## src/source/dm_reg_pkg.sv

```systemverilog
/*
 * Register map of the debug module: CSR addresses, the bit layouts of
 * dmcontrol, dmstatus, abstractcs and command, and the abstract command
 * error codes. Shared by the register blocks and the top level.
 */

package dm_reg_pkg;

  // dmstatus.version for spec 0.13
  localparam logic [3:0] DbgVersion013 = 4'h2;

  typedef enum logic [6:0] {
    Data0        = 7'h04,
    DMControl    = 7'h10,
    DMStatus     = 7'h11,
    AbstractCS   = 7'h16,
    Command      = 7'h17,
    AbstractAuto = 7'h18,
    ProgBuf0     = 7'h20,
    HaltSum0     = 7'h40
  } dm_csr_e;

  typedef enum logic [2:0] {
    CmdErrNone         = 3'h0,
    CmdErrBusy         = 3'h1,
    CmdErrNotSupported = 3'h2,
    CmdErrException    = 3'h3,
    CmdErrHaltResume   = 3'h4,
    CmdErrBus          = 3'h5,
    CmdErrOther        = 3'h7
  } cmderr_e;

  typedef struct packed {
    logic       haltreq;
    logic       resumereq;
    logic       hartreset;
    logic       ackhavereset;
    logic       zero1;
    logic       hasel;
    logic [9:0] hartsello;
    logic [9:0] hartselhi;
    logic [1:0] zero0;
    logic       setresethaltreq;
    logic       clrresethaltreq;
    logic       ndmreset;
    logic       dmactive;
  } dmcontrol_t;

  typedef struct packed {
    logic [8:0] zero1;
    logic       impebreak;
    logic [1:0] zero0;
    logic       allhavereset;
    logic       anyhavereset;
    logic       allresumeack;
    logic       anyresumeack;
    logic       allnonexistent;
    logic       anynonexistent;
    logic       allunavail;
    logic       anyunavail;
    logic       allrunning;
    logic       anyrunning;
    logic       allhalted;
    logic       anyhalted;
    logic       authenticated;
    logic       authbusy;
    logic       hasresethaltreq;
    logic       confstrptrvalid;
    logic [3:0] version;
  } dmstatus_t;

  typedef struct packed {
    logic [2:0]  zero3;
    logic [4:0]  progbufsize;
    logic [10:0] zero2;
    logic        busy;
    logic        zero1;
    cmderr_e     cmderr;
    logic [3:0]  zero0;
    logic [3:0]  datacount;
  } abstractcs_t;

  typedef struct packed {
    logic [7:0]  cmdtype;
    logic [23:0] control;
  } command_t;

endpackage
```

## src/source/dmi_pkg.sv

```systemverilog
/*
 * Transport types of the debug module interface: the operation codes,
 * the request and response words of the DMI port, and the access record
 * that the top level hands to the register blocks.
 */

package dmi_pkg;

  import dm_reg_pkg::*;

  // DMI operation field
  typedef enum logic [1:0] {
    DTM_NOP   = 2'h0,
    DTM_READ  = 2'h1,
    DTM_WRITE = 2'h2
  } dtm_op_e;

  // result code returned with every response
  localparam logic [1:0] DTM_SUCCESS = 2'h0;

  // one request from the debugger
  typedef struct packed {
    logic [6:0]  addr;
    logic [31:0] data;
    dtm_op_e     op;
  } dmi_req_t;

  // one response back to the debugger
  typedef struct packed {
    logic [31:0] data;
    logic [1:0]  resp;
  } dmi_resp_t;

  // accepted access as the register blocks see it
  typedef struct packed {
    logic        rd;
    logic        wr;
    dm_csr_e     addr;
    logic [31:0] wdata;
  } reg_acc_t;

endpackage

```

## src/source/dm_regfile.sv

```systemverilog
/*
 * Debug module register file, top level. Accepts DMI requests, turns them
 * into register accesses for the hart control and abstract command blocks,
 * and queues the read data as DMI responses.
 */

`timescale 1ns/1ns

module dm_regfile
  import dmi_pkg::*;
  import dm_reg_pkg::*;
#(
  parameter int unsigned NrHarts     = 4,
  parameter int unsigned DataCount   = 2,
  parameter int unsigned ProgBufSize = 4
) (
  input  logic                         clk_i,
  input  logic                         rst_ni,
  // DMI port
  input  logic                         dmi_req_valid_i,
  input  dmi_req_t                     dmi_req_i,
  output logic                         dmi_req_ready_o,
  output logic                         dmi_resp_valid_o,
  input  logic                         dmi_resp_ready_i,
  output dmi_resp_t                    dmi_resp_o,
  // hart side
  input  logic [NrHarts-1:0]           halted_i,
  input  logic [NrHarts-1:0]           unavailable_i,
  input  logic [NrHarts-1:0]           resumeack_i,
  output logic [NrHarts-1:0]           haltreq_o,
  output logic [NrHarts-1:0]           resumereq_o,
  output logic                         clear_resumeack_o,
  output logic                         ndmreset_o,
  output logic                         dmactive_o,
  output logic [19:0]                  hartsel_o,
  // command side
  output logic                         cmd_valid_o,
  output command_t                     cmd_o,
  input  logic                         cmdbusy_i,
  input  logic                         cmderror_valid_i,
  input  cmderr_e                      cmderror_i,
  input  logic                         data_valid_i,
  input  logic [DataCount-1:0][31:0]   data_i,
  output logic [DataCount-1:0][31:0]   data_o,
  output logic [ProgBufSize-1:0][31:0] progbuf_o
);

  reg_acc_t    acc;
  logic        accept;
  logic        fifo_full, fifo_empty;
  logic [31:0] hart_rdata, abs_rdata;

  // ----------------------------------------
  // request side
  // ----------------------------------------
  assign dmi_req_ready_o = ~fifo_full;
  assign accept          = dmi_req_valid_i & dmi_req_ready_o;

  assign acc.rd    = accept & (dmi_req_i.op == DTM_READ);
  assign acc.wr    = accept & (dmi_req_i.op == DTM_WRITE);
  assign acc.addr  = dm_csr_e'(dmi_req_i.addr);
  assign acc.wdata = dmi_req_i.data;

  hart_ctrl #(
    .NrHarts (NrHarts)
  ) u_hart_ctrl (
    .clk_i             (clk_i),
    .rst_ni            (rst_ni),
    .acc_i             (acc),
    .rdata_o           (hart_rdata),
    .halted_i          (halted_i),
    .unavailable_i     (unavailable_i),
    .resumeack_i       (resumeack_i),
    .haltreq_o         (haltreq_o),
    .resumereq_o       (resumereq_o),
    .clear_resumeack_o (clear_resumeack_o),
    .ndmreset_o        (ndmreset_o),
    .dmactive_o        (dmactive_o),
    .hartsel_o         (hartsel_o)
  );

  abstract_cmd_regs #(
    .DataCount   (DataCount),
    .ProgBufSize (ProgBufSize)
  ) u_abstract_cmd_regs (
    .clk_i            (clk_i),
    .rst_ni           (rst_ni),
    .acc_i            (acc),
    .dmactive_i       (dmactive_o),
    .rdata_o          (abs_rdata),
    .cmdbusy_i        (cmdbusy_i),
    .cmderror_valid_i (cmderror_valid_i),
    .cmderror_i       (cmderror_i),
    .data_valid_i     (data_valid_i),
    .data_i           (data_i),
    .cmd_valid_o      (cmd_valid_o),
    .cmd_o            (cmd_o),
    .data_o           (data_o),
    .progbuf_o        (progbuf_o)
  );

  // ----------------------------------------
  // response side
  // ----------------------------------------
  // unowned addresses, writes and nops read as zero in both blocks
  dmi_resp_fifo u_resp_fifo (
    .clk_i   (clk_i),
    .rst_ni  (rst_ni),
    .push_i  (accept),
    .data_i  (hart_rdata | abs_rdata),
    .full_o  (fifo_full),
    .empty_o (fifo_empty),
    .pop_i   (dmi_resp_ready_i & ~fifo_empty),
    .data_o  (dmi_resp_o.data)
  );

  assign dmi_resp_valid_o = ~fifo_empty;
  assign dmi_resp_o.resp  = DTM_SUCCESS;

endmodule

```

## src/source/abstract_cmd_regs.sv

```systemverilog
/*
 * Abstract command block: command, abstractcs with cmderr, abstractauto,
 * the data words and the program buffer. Raises cmd_valid_o for a command
 * write or an autoexec access while the executor is idle.
 */

`timescale 1ns/1ns

module abstract_cmd_regs
  import dmi_pkg::*;
  import dm_reg_pkg::*;
#(
  parameter int unsigned DataCount   = 2,
  parameter int unsigned ProgBufSize = 4
) (
  input  logic                             clk_i,
  input  logic                             rst_ni,
  input  reg_acc_t                         acc_i,
  input  logic                             dmactive_i,
  output logic [31:0]                      rdata_o,
  input  logic                             cmdbusy_i,
  input  logic                             cmderror_valid_i,
  input  cmderr_e                          cmderror_i,
  input  logic                             data_valid_i,
  input  logic [DataCount-1:0][31:0]       data_i,
  output logic                             cmd_valid_o,
  output command_t                         cmd_o,
  output logic [DataCount-1:0][31:0]       data_o,
  output logic [ProgBufSize-1:0][31:0]     progbuf_o
);

  localparam int unsigned DIdxW = (DataCount > 1) ? $clog2(DataCount) : 1;
  localparam int unsigned PIdxW = (ProgBufSize > 1) ? $clog2(ProgBufSize) : 1;

  cmderr_e                      cmderr_d, cmderr_q;
  command_t                     command_d, command_q;
  logic                         cmd_valid_d, cmd_valid_q;
  logic [DataCount-1:0]         auto_data_d, auto_data_q;
  logic [ProgBufSize-1:0]       auto_pb_d, auto_pb_q;
  logic [DataCount-1:0][31:0]   data_d, data_q;
  logic [ProgBufSize-1:0][31:0] progbuf_d, progbuf_q;
  abstractcs_t                  abstractcs, acs_wr;
  logic [6:0]                   data_off, pb_off;
  logic [DIdxW-1:0]             data_idx;
  logic [PIdxW-1:0]             pb_idx;
  logic                         data_hit, pb_hit, acc_any, busy_err;

  // addresses below the base wrap around and miss
  assign data_off = acc_i.addr - Data0;
  assign pb_off   = acc_i.addr - ProgBuf0;
  assign data_hit = (data_off < 7'(DataCount));
  assign pb_hit   = (pb_off < 7'(ProgBufSize));
  assign data_idx = data_off[DIdxW-1:0];
  assign pb_idx   = pb_off[PIdxW-1:0];
  assign acc_any  = acc_i.rd | acc_i.wr;
  assign acs_wr   = abstractcs_t'(acc_i.wdata);

  assign cmd_valid_o = cmd_valid_q;
  assign cmd_o       = command_q;
  assign data_o      = data_q;
  assign progbuf_o   = progbuf_q;

  // ----------------------------------------
  // next state
  // ----------------------------------------
  always_comb begin
    cmderr_d    = cmderr_q;
    command_d   = command_q;
    cmd_valid_d = 1'b0;
    auto_data_d = auto_data_q;
    auto_pb_d   = auto_pb_q;
    data_d      = data_q;
    progbuf_d   = progbuf_q;
    busy_err    = 1'b0;

    // data and progbuf, autoexec retriggers on read or write
    if (acc_any && data_hit) begin
      if (cmdbusy_i) begin
        busy_err = acc_i.wr;
      end else begin
        if (acc_i.wr) begin
          data_d[data_idx] = acc_i.wdata;
        end
        cmd_valid_d = auto_data_q[data_idx];
      end
    end else if (acc_any && pb_hit) begin
      if (cmdbusy_i) begin
        busy_err = acc_i.wr;
      end else begin
        if (acc_i.wr) begin
          progbuf_d[pb_idx] = acc_i.wdata;
        end
        cmd_valid_d = auto_pb_q[pb_idx];
      end
    end else if (acc_i.wr) begin
      case (acc_i.addr)
        Command: begin
          if (cmdbusy_i) begin
            busy_err = 1'b1;
          end else begin
            command_d   = command_t'(acc_i.wdata);
            cmd_valid_d = 1'b1;
          end
        end
        AbstractAuto: begin
          if (cmdbusy_i) begin
            busy_err = 1'b1;
          end else begin
            auto_data_d = acc_i.wdata[DataCount-1:0];
            auto_pb_d   = acc_i.wdata[16 +: ProgBufSize];
          end
        end
        AbstractCS: begin
          // cmderr is write-1-to-clear
          if (!cmdbusy_i) begin
            cmderr_d = cmderr_e'(cmderr_q & ~acs_wr.cmderr);
          end
        end
        default: ;
      endcase
    end

    if (busy_err && cmderr_q == CmdErrNone) begin
      cmderr_d = CmdErrBusy;
    end
    // executor errors win over debugger writes
    if (cmderror_valid_i) begin
      cmderr_d = cmderror_i;
    end
    if (data_valid_i) begin
      data_d = data_i;
    end
  end

  // ----------------------------------------
  // registers
  // ----------------------------------------
  always_ff @(posedge clk_i or negedge rst_ni) begin
    if (!rst_ni) begin
      cmderr_q    <= CmdErrNone;
      cmd_valid_q <= 1'b0;
      auto_data_q <= '0;
      auto_pb_q   <= '0;
    end else if (!dmactive_i) begin
      cmderr_q    <= CmdErrNone;
      cmd_valid_q <= 1'b0;
      auto_data_q <= '0;
      auto_pb_q   <= '0;
    end else begin
      cmderr_q    <= cmderr_d;
      cmd_valid_q <= cmd_valid_d;
      auto_data_q <= auto_data_d;
      auto_pb_q   <= auto_pb_d;
    end
  end

  // payload, cleared while the module is inactive
  always_ff @(posedge clk_i) begin
    if (!dmactive_i) begin
      command_q <= '0;
      data_q    <= '0;
      progbuf_q <= '0;
    end else begin
      command_q <= command_d;
      data_q    <= data_d;
      progbuf_q <= progbuf_d;
    end
  end

  // ----------------------------------------
  // read back
  // ----------------------------------------
  always_comb begin
    abstractcs             = '0;
    abstractcs.datacount   = 4'(DataCount);
    abstractcs.progbufsize = 5'(ProgBufSize);
    abstractcs.busy        = cmdbusy_i;
    abstractcs.cmderr      = cmderr_q;
    rdata_o                = '0;
    if (acc_i.rd) begin
      if (data_hit) begin
        rdata_o = data_q[data_idx];
      end else if (pb_hit) begin
        rdata_o = progbuf_q[pb_idx];
      end else if (acc_i.addr == AbstractCS) begin
        rdata_o = abstractcs;
      end else if (acc_i.addr == AbstractAuto) begin
        rdata_o[DataCount-1:0]    = auto_data_q;
        rdata_o[16 +: ProgBufSize] = auto_pb_q;
      end
    end
  end

  // executor must raise cmdbusy_i before the next command can start
  a_cmd_valid_pulse : assert property (
    @(posedge clk_i) disable iff (!rst_ni) cmd_valid_o |=> !cmd_valid_o
  );

endmodule

```

## src/source/hart_ctrl.sv

```systemverilog
/*
 * Hart control registers: dmcontrol, the havereset flags, the halt and
 * resume requests to the selected hart, and the read-only dmstatus and
 * haltsum0 views of the hart status inputs.
 */

`timescale 1ns/1ns

module hart_ctrl
  import dmi_pkg::*;
  import dm_reg_pkg::*;
#(
  parameter int unsigned NrHarts = 4
) (
  input  logic               clk_i,
  input  logic               rst_ni,
  input  reg_acc_t           acc_i,
  output logic [31:0]        rdata_o,
  input  logic [NrHarts-1:0] halted_i,
  input  logic [NrHarts-1:0] unavailable_i,
  input  logic [NrHarts-1:0] resumeack_i,
  output logic [NrHarts-1:0] haltreq_o,
  output logic [NrHarts-1:0] resumereq_o,
  output logic               clear_resumeack_o,
  output logic               ndmreset_o,
  output logic               dmactive_o,
  output logic [19:0]        hartsel_o
);

  dmcontrol_t         dmcontrol_d, dmcontrol_q;
  dmcontrol_t         wr_ctrl;
  dmstatus_t          dmstatus;
  logic [31:0]        haltsum0;
  logic [NrHarts-1:0] havereset_d, havereset_q;
  logic [NrHarts-1:0] sel_onehot;
  logic               sel_valid;
  logic               sel_halted, sel_unavail, sel_resumeack, sel_havereset;

  assign hartsel_o  = {dmcontrol_q.hartselhi, dmcontrol_q.hartsello};
  assign dmactive_o = dmcontrol_q.dmactive;
  assign ndmreset_o = dmcontrol_q.ndmreset;

  // ----------------------------------------
  // hart selection
  // ----------------------------------------
  always_comb begin
    for (int i = 0; i < NrHarts; i++) begin
      sel_onehot[i] = (hartsel_o == 20'(i));
    end
  end

  // hartsel beyond the last hart selects nothing
  assign sel_valid     = |sel_onehot;
  assign sel_halted    = |(halted_i & sel_onehot);
  assign sel_unavail   = |(unavailable_i & sel_onehot);
  assign sel_resumeack = |(resumeack_i & sel_onehot);
  assign sel_havereset = |(havereset_q & sel_onehot);

  assign haltreq_o   = sel_onehot & {NrHarts{dmcontrol_q.haltreq}};
  assign resumereq_o = sel_onehot & {NrHarts{dmcontrol_q.resumereq}};

  // ----------------------------------------
  // dmcontrol and havereset update
  // ----------------------------------------
  always_comb begin
    dmcontrol_d = dmcontrol_q;
    havereset_d = havereset_q;
    wr_ctrl     = dmcontrol_t'(acc_i.wdata);
    if (acc_i.wr && acc_i.addr == DMControl) begin
      // only a few fields are writable, the rest stays zero
      dmcontrol_d           = '0;
      dmcontrol_d.haltreq   = wr_ctrl.haltreq;
      dmcontrol_d.resumereq = wr_ctrl.resumereq;
      dmcontrol_d.hartsello = wr_ctrl.hartsello;
      dmcontrol_d.hartselhi = wr_ctrl.hartselhi;
      dmcontrol_d.ndmreset  = wr_ctrl.ndmreset;
      dmcontrol_d.dmactive  = wr_ctrl.dmactive;
      if (wr_ctrl.ackhavereset) begin
        havereset_d = havereset_d & ~sel_onehot;
      end
    end
    // rising resumereq starts a new handshake
    clear_resumeack_o = dmcontrol_q.dmactive & ~dmcontrol_q.resumereq
                        & dmcontrol_d.resumereq;
    if (dmcontrol_q.resumereq && sel_resumeack) begin
      dmcontrol_d.resumereq = 1'b0;
    end
    // a system reset marks every hart
    if (dmcontrol_q.ndmreset) begin
      havereset_d = '1;
    end
  end

  always_ff @(posedge clk_i or negedge rst_ni) begin
    if (!rst_ni) begin
      dmcontrol_q <= '0;
      havereset_q <= '1;
    end else begin
      havereset_q <= havereset_d;
      if (dmcontrol_q.dmactive) begin
        dmcontrol_q <= dmcontrol_d;
      end else begin
        // inactive module, only dmactive can be set
        dmcontrol_q <= dmcontrol_t'({31'b0, dmcontrol_d.dmactive});
      end
    end
  end

  // ----------------------------------------
  // read-only views
  // ----------------------------------------
  always_comb begin
    dmstatus                = '0;
    dmstatus.version        = DbgVersion013;
    dmstatus.authenticated  = 1'b1;
    dmstatus.allhalted      = sel_halted & ~sel_unavail;
    dmstatus.anyhalted      = sel_halted & ~sel_unavail;
    dmstatus.allrunning     = sel_valid & ~sel_halted & ~sel_unavail;
    dmstatus.anyrunning     = sel_valid & ~sel_halted & ~sel_unavail;
    dmstatus.allunavail     = sel_unavail;
    dmstatus.anyunavail     = sel_unavail;
    dmstatus.allnonexistent = ~sel_valid;
    dmstatus.anynonexistent = ~sel_valid;
    dmstatus.allresumeack   = sel_resumeack;
    dmstatus.anyresumeack   = sel_resumeack;
    dmstatus.allhavereset   = sel_havereset;
    dmstatus.anyhavereset   = sel_havereset;
  end

  // haltsum0 covers harts 0..31 only
  always_comb begin
    haltsum0 = '0;
    if (hartsel_o[19:5] == 15'd0) begin
      haltsum0[NrHarts-1:0] = halted_i;
    end
  end

  always_comb begin
    rdata_o = '0;
    if (acc_i.rd) begin
      case (acc_i.addr)
        DMControl: rdata_o = dmcontrol_q;
        DMStatus:  rdata_o = dmstatus;
        HaltSum0:  rdata_o = haltsum0;
        default:   rdata_o = '0;
      endcase
    end
  end

  a_haltreq_onehot : assert property (
    @(posedge clk_i) disable iff (!rst_ni) $onehot0(haltreq_o)
  );

endmodule

```

## src/source/dmi_resp_fifo.sv

```systemverilog
/*
 * Two-entry response queue between the register file and the debugger.
 * The register file pushes one word per accepted request and the
 * debugger pops them in order.
 */

`timescale 1ns/1ns

module dmi_resp_fifo (
  input  logic        clk_i,
  input  logic        rst_ni,
  input  logic        push_i,
  input  logic [31:0] data_i,
  output logic        full_o,
  output logic        empty_o,
  input  logic        pop_i,
  output logic [31:0] data_o
);

  logic [1:0][31:0] mem_q;
  logic             wr_ptr_q;
  logic             rd_ptr_q;
  logic [1:0]       count_q;

  assign full_o  = (count_q == 2'd2);
  assign empty_o = (count_q == 2'd0);
  assign data_o  = mem_q[rd_ptr_q];

  // pointers and fill level
  always_ff @(posedge clk_i or negedge rst_ni) begin
    if (!rst_ni) begin
      wr_ptr_q <= 1'b0;
      rd_ptr_q <= 1'b0;
      count_q  <= 2'd0;
    end else begin
      if (push_i) begin
        wr_ptr_q <= ~wr_ptr_q;
      end
      if (pop_i) begin
        rd_ptr_q <= ~rd_ptr_q;
      end
      count_q <= count_q + 2'(push_i) - 2'(pop_i);
    end
  end

  // storage
  always_ff @(posedge clk_i) begin
    if (push_i) begin
      mem_q[wr_ptr_q] <= data_i;
    end
  end

  // the writer must respect full, the reader must respect empty
  a_no_push_full : assert property (
    @(posedge clk_i) disable iff (!rst_ni) full_o |-> !push_i
  );
  a_no_pop_empty : assert property (
    @(posedge clk_i) disable iff (!rst_ni) empty_o |-> !pop_i
  );

endmodule

```

## config.mk

```make
export PLATFORM = sky130hd
export DESIGN_NAME = dm_regfile
export DESIGN_NICKNAME = d
export VERILOG_FILES = /design/src/source/dm_reg_pkg.sv /design/src/source/dmi_pkg.sv /design/src/source/dm_regfile.sv /design/src/source/abstract_cmd_regs.sv /design/src/source/hart_ctrl.sv /design/src/source/dmi_resp_fifo.sv
export SDC_FILE = /design/constraint.sdc
export NUM_CORES = 1
export LEC_CHECK = 0
export BUFFER_PORTS_ARGS = -buffer_cell sky130_fd_sc_hd__buf_2
export CORE_ASPECT_RATIO = 1.1
export CORE_MARGIN = 5
export CORE_UTILIZATION = 40
export CTS_CLUSTER_DIAMETER = 100
export DETAILED_ROUTE_END_ITERATION = 10
export GPL_TIMING_DRIVEN = 0
export SYNTH_ARGS = -nofsm -noshare
export SYNTH_HDL_FRONTEND = slang
export SYNTH_SLANG_ARGS = --single-unit
```

## constraint.sdc

```tcl
create_clock -name clk_i -period 3.18 [get_ports clk_i]
set_clock_uncertainty 0.05 [all_clocks]
set_input_delay 0.636 -clock clk_i [delete_from_list [all_inputs] [get_ports clk_i]]
set_output_delay 0.636 -clock clk_i [all_outputs]
set_load 0.01 [all_outputs]
```

Word-level counts from Yosys, hierarchy flattened
Index checks and enable logic that the tools add are counted.
Storage, ports and cells
  flip-flop bits (word level): 338
  input bits: 127
  logic and storage cells: 203
Cells by class
  add/subtract/negate cells: 4
  magnitude comparators: 9
  equal/unequal tests: 24
  mux-type cells: 75
  bitwise gates (word level): 32
  reduce and logical (&&, ||, !) cells: 28
Operator list (count)
  two-way mux 32 bit: 14
  two-way mux 64 bit: 4
  bitwise mux 128 bit: 1
  bitwise mux 64 bit: 2
  one-hot mux 32 bit (3 select lines): 1
  binary-select mux 32 bit (select 2 bit): 1
  demux 32 bit (select 1 bit): 2
  demux 32 bit (select 2 bit): 1
  two-way mux 4 bit: 12
  == test 20 x 2 -> 1 bit (second input constant): 2
  == test 7 x 5 -> 1 bit (second input constant): 5
  OR 32 bit: 1
  bitwise AND 4 bit: 7
  two-way mux 3 bit: 8
  == test 20 x 1 -> 1 bit (second input constant): 1
  logical NOT 20 bit: 1
  OR reduction 4 bit: 5
  two-way mux 1 bit: 18
  two-way mux 2 bit: 8
  logical NOT 15 bit: 1
  AND reduction 5 bit: 3
  two-way mux 11 bit: 1
  NOT 1 bit: 11
  bitwise AND 1 bit: 9
  other kinds (32): 53

Depth between registers and ports, before layout
  depth after elaboration: 12
  mapped depth: 9
  depth with buffers taken out: 7

By module
Synthesis repeated with hierarchy kept, for this count alone.
Second synthesis, totals
  cells, all modules: 1679
  area total of the unflattened synthesis: 16518.3 um^2
Modules (own cells, without submodules)
  abstract_cmd_regs: times used 1, cells an instance 1275, area an instance 11599.9 um^2, sequential area each 4734.5 um^2
  dmi_resp_fifo: times used 1, cells an instance 115, area an instance 2658.8 um^2, sequential area each 2021.9 um^2
  hart_ctrl: times used 1, cells an instance 248, area an instance 1993.2 um^2, sequential area each 705.7 um^2
  dm_regfile: times used 1, cells an instance 41, area an instance 266.5 um^2, sequential area each 0.0 um^2

Worst setup path before layout
No wires, ideal clock.
  kind: input-to-output
  start: input port dmi_req_i[36] (netlist name)
  end: output port clear_resumeack_o
  arrival: 2.196 ns
  required time: 2.494 ns
  slack: 0.298 ns
  stages: 7
  buffers on the path: 1
  cells stage by stage: inv_1 ha_1 nand4bb_1 nor3_1 nand3_1 clkbuf_1 nor3_1
On the way
  longest elaborated chain between the ends: 4
Ends and longest elaborated chain
  start, declared: line dm_regfile.sv:21  | input dmi_req_t dmi_req_i,
  == test 7 x 5 -> 1 bit: line hart_ctrl.sv:69  | if (acc_i.wr && acc_i.addr == DMControl) begin
  logical AND 1 bit: line hart_ctrl.sv:69
  two-way mux 32 bit: line hart_ctrl.sv:69
  bitwise AND 1 bit: line hart_ctrl.sv:84  | & dmcontrol_d.resumereq;
  end, declared: line dm_regfile.sv:32  | output logic clear_resumeack_o,
Every way passes these cells. The select of a mux whose other input is x is not followed.

Final worst setup path
  start: register u_hart_ctrl.dmcontrol_q, in the netlist u_hart_ctrl.hartsel_o[13]
  end: output port resumereq_o[0]
On the way
  longest elaborated chain between the ends: 2
Ends and longest elaborated chain
  start, declared: line hart_ctrl.sv:30  | dmcontrol_t dmcontrol_d, dmcontrol_q;
  start signal, assigned: line hart_ctrl.sv:101  | dmcontrol_q <= dmcontrol_d;
  start signal, assigned: line hart_ctrl.sv:104  | dmcontrol_q <= dmcontrol_t'({31'b0, dmcontrol_d.dmactive});
  logical NOT 20 bit: line hart_ctrl.sv:48  | sel_onehot[i] = (hartsel_o == 20'(i));
  bitwise AND 4 bit: line hart_ctrl.sv:60  | assign resumereq_o = sel_onehot & {NrHarts{dmcontrol_q.resumereq}};
  end, declared: line dm_regfile.sv:31  | output logic [NrHarts-1:0] resumereq_o,
Every way passes these cells.

==> results_dict.tcl <==
set metrics [dict create \
    layout-area-overhead-vs-synth_pct 25.8 \
    drtPass1Iterations 5 \
    synth-async-reset-ratio 0.127 \
    synth_edf_count 64 \
    critical_path.reg2reg.endpoint "u_abstract_cmd_regs.progbuf_o[123]" \
    avgRoutedWirePerCell_um 25.6 \
    port-buffer-count 391 \
    ff2ff_setup_slack_ps 440 \
    antenna_violating_nets_post_route 0 \
    final.period_utilization 0.983 \
    clock_sink_count 330 \
    power.density_nw_per_um2 533 \
    maximum_vdd_ir_drop_mv 0.336 \
    timing.critical_path.max_delay_family "simple AND/OR/NAND/NOR gates" \
    timing.hold.worst.class "input pin to asynchronous set/reset pin" \
    drv_slew 0 \
    clk_root_buf "sky130_fd_sc_hd__clkbuf_16" \
    setup-tns-final_ps 0 \
    worst_slew_pin_tran_ps 1110 \
    clk_pin_slew_worst_paths_ps 60 \
    die_width_um 199 \
    number_of_buffers_added_to_fix_hold_violations_after_cts 0 \
    drc 0 \
    netlist_area_um2 15800 \
    final_nets 2255 \
    finalCriticalPeriod_ps 3130 \
    timing.critical_path.depth 7 \
    vias_per_cell 5.66 \
    antenna_violations_before_repair 6 \
    die_h_um 218 \
    max_cap_viol_count 0 \
    parity_gate_share_of_the_synthesized_area_counting_xor_and_xnor_cells 0.00333 \
    gp_congestion 0.940 \
    drt-total-wl_um 68200 \
    number_of_buffers_added_by_the_clock_tree_synthesis_step 38 \
    cts_tree "built" \
    grt_pass1_vias 14700 \
    die_outline_area_um2 43600 \
    rr_worst_depth 6 \
    max_clock_freq_ghz 0.320 \
    synth_compound_area_frac 0.190 \
    crit_path_max_incr_delay_ps 450 \
    worst_slew_margin_rel 0.259 \
    largest_net_degree_at_the_start_of_global_routing 43 \
    critical_path.startpoint_type "register" \
    clkLatencyLatePin_ps 540 \
    core_region_area_um2 39100 \
    seq_area_frac_synth 0.473 \
    avgSynthCellArea_um2 9.38 \
    layout.cells.most_common_list "sky130_fd_sc_hd__nand2_1 (482), sky130_fd_sc_hd__buf_2 (419), sky130_fd_sc_hd__dfxtp_1 (224)" \
    finalPower_w 0.0106 \
    critPathRequiredTime_ps 2490 \
    leakagePower_nw 8.85 \
    synthDistinctLibCells 60 \
    critPathBufInv 2 \
    synth-adder-area-share 0.00475 \
    rsz0062_at_grt "yes" \
    largest_buffer_count_on_any_clock_path 3 \
    detailroute.via_count 15000 \
    leading_cell_type_in_the_layout_fill_and_taps_excluded "sky130_fd_sc_hd__nand2_1" \
    worst_ep_arrival_ps 2440 \
    finalHoldViolCount 0 \
    share_of_cells_above_drive_strength_1 0.289 \
    worstSetupEndpointType "output port" \
    critical_path.slowest_cell "sky130_fd_sc_hd__or4_4" \
    hpwl_um 52700 \
    grt_pass1_wl_um 96900 \
    n_fill_cell 3759 \
    yosys_warnings 0 \
    r2r_path_start "u_resp_fifo.count_q[1]" \
    dr.first_iter.drc_count 1140 \
    std_cell_rows 76 \
    track_usage 0.300 \
    synthSimpleGateAreaFrac 0.173 \
    critical_setup_path_class "register to output port" \
    floorplan.initialDensity 0.404 \
    design.portCount 419 \
    critPathCapture "resumereq_o[0]" \
    synth_cells 1683 \
    critical_path_peak_fanout 4 \
    global_route.overflow_total 0 \
    post_synth_mux_area_share 0.0992 \
    postSynth.topFlopCell "sky130_fd_sc_hd__dfxtp_1" \
    outcome "finished clean" \
    synth_top_family_by_area "compound AO/OA/AOI/OAI gates" \
    worstPathCellList "or3_4 -> or4_4 -> nor2_4 -> buf_6 -> nand2_4 -> nor3_2 -> buf_2" \
    ys_seq_elements 330 \
    hold_slack_ps 250 \
    finalSetupViolCount 0 \
    ctsHtreeMaxLevel 2 \
    startpoint "u_hart_ctrl.hartsel_o[13]" \
]
==> cell type report <==
cell class	count	area (µm²)	share of cell area
well taps	507	634	0.0319
multi-input cells	1157	7550	0.380
diodes	4	10.0	0.000504
repair buffers	399	2040	0.103
plain buffers	185	861	0.0433
clock inverters	15	135	0.00680
clock buffers	52	1140	0.0573
inverters	11	41.3	0.00208
flip-flops and latches	330	7460	0.376
==> cells by family after synthesis <==
| family | after synthesis |
|---|---|
| other | 1 |
| buffers and inverters | 197 |
| XOR/XNOR | 6 |
| AND/OR/NAND/NOR | 645 |
| multiplexers | 106 |
| adder cells (fa/ha/maj) | 6 |
| AO/OA/AOI/OAI | 392 |
| flip-flops | 330 |
==> sequential cells by signal, indices dropped and copies added (netlist names) <==
| name | flops |
|---|---|
| u_abstract_cmd_regs.auto_data_q | 2 |
| u_abstract_cmd_regs.auto_pb_q | 4 |
| u_abstract_cmd_regs.cmd_o | 32 |
| u_abstract_cmd_regs.cmd_valid_o | 1 |
| u_abstract_cmd_regs.cmderr_q | 3 |
| u_abstract_cmd_regs.data_o | 64 |
| u_abstract_cmd_regs.progbuf_o | 128 |
| u_hart_ctrl.dmactive_o | 1 |
| u_hart_ctrl.dmcontrol_q | 2 |
| u_hart_ctrl.hartsel_o | 20 |
| u_hart_ctrl.havereset_q | 4 |
| u_hart_ctrl.ndmreset_o | 1 |
| u_resp_fifo.count_q | 2 |
| u_resp_fifo.mem_q | 64 |
| u_resp_fifo.rd_ptr_q | 1 |
| u_resp_fifo.wr_ptr_q | 1 |
==> metrics by stage <==
stage / std cells / area (µm²) / setup slack, ps / util
finish: 2660 / 19900 / 53.8 / 0.508
global route: 2660 / 19900 / -9.18 / 0.508
CTS: 2654 / 19800 / -15.4 / 0.506
detailed placement: 2583 / 18400 / -530 / 0.471
global placement: 2582 / 18400 / -666 / 0.470
floorplan: 1684 / 15800 / 298 / -
==> worst register-to-register path, cell delays in order, from the launching register on <==
cell	delay, ps
sky130_fd_sc_hd__dfrtp_1	410
sky130_fd_sc_hd__nand2b_2	220
sky130_fd_sc_hd__nand4b_2	380
sky130_fd_sc_hd__nor3_1	770
sky130_fd_sc_hd__clkbuf_1	540
sky130_fd_sc_hd__nand2_1	130
sky130_fd_sc_hd__a21boi_0	170
==> per-layer routing <==
metal | track usage | vias up | routed length (µm)
met3 | 0.0632 | 161 | 6030
met1 | 0.383 | 7366 | 26900
met5 | 0 | - | 7
li1 | - | 6726 | -
met2 | 0.491 | 793 | 32200
met4 | 0.129 | 2 | 3080
==> worst min path at each step <==
| stage | to | slack (ps) | depth (start not counted) | from |
|---|---|---|---|---|
| floorplan | u_abstract_cmd_regs.auto_data_q[0] | 290 | 0 | rst_ni |
| global placement | u_abstract_cmd_regs.cmd_o[1] | 390 | 2 | u_abstract_cmd_regs.cmd_o[1] |
| detailed placement | u_abstract_cmd_regs.cmd_o[10] | 400 | 2 | u_abstract_cmd_regs.cmd_o[10] |
| CTS | u_resp_fifo.rd_ptr_q | 260 | 1 | rst_ni |
| global route | u_hart_ctrl.hartsel_o[0] | 300 | 1 | rst_ni |
| finish | u_hart_ctrl.hartsel_o[0] | 250 | 1 | rst_ni |
==> synth_stat cells (all sizes together) (3+ instances only) <==
| library cell | count | area share |
|---|---|---|
| nand2 | 484 | 0.12 |
| dfxtp | 224 | 0.28 |
| a21boi | 184 | 0.087 |
| clkbuf | 127 | 0.030 |
| edfxtp | 64 | 0.12 |
| o211a | 64 | 0.041 |
| buf | 59 | 0.024 |
| a21oi | 53 | 0.017 |
| nor2 | 50 | 0.012 |
| and3 | 40 | 0.016 |
| dfrtp | 38 | 0.060 |
| mux4 | 37 | 0.053 |
| mux2i | 35 | 0.022 |
| mux2 | 34 | 0.024 |
| o211ai | 32 | 0.015 |
| a221oi | 14 | 0.0078 |
| inv | 11 | 0.0026 |
| nand3 | 11 | 0.0035 |
| nand4 | 11 | 0.0044 |
| nor2b | 11 | 0.0044 |
| nor3 | 11 | 0.0038 |
| a31oi | 9 | 0.0036 |
| o21ai | 8 | 0.0025 |
| ha | 6 | 0.0048 |
| a21o | 5 | 0.0024 |
| a22o | 5 | 0.0028 |
| a22oi | 5 | 0.0024 |
| nand2b | 5 | 0.0020 |
| dfstp | 4 | 0.0067 |
| nor4 | 4 | 0.0020 |
| or3 | 4 | 0.0016 |
| o2bb2ai | 3 | 0.0017 |
| xnor2 | 3 | 0.0017 |
| xor2 | 3 | 0.0017 |
==> where the power goes <==
| part | internal (W) | switching, W | leakage, nW |
|---|---|---|---|
| Clock | 0.00267 | 0.00183 | 0.626 |
| Sequential | 0.00449 | 0.0000578 | 3.01 |
| Combinational | 0.000580 | 0.000974 | 5.21 |
| Total | 0.00774 | 0.00286 | 8.85 |
==> what timing repair did <==
action | 4_1_cts | 5_1_grt
setup endpoints to repair | 9 | 8
resized for setup | 16 | 9
pin swaps | 1 | 4
hold endpoints to repair | 0 | 0
buffers inserted | 5 | 2
Power figures use the tool's default switching activity.
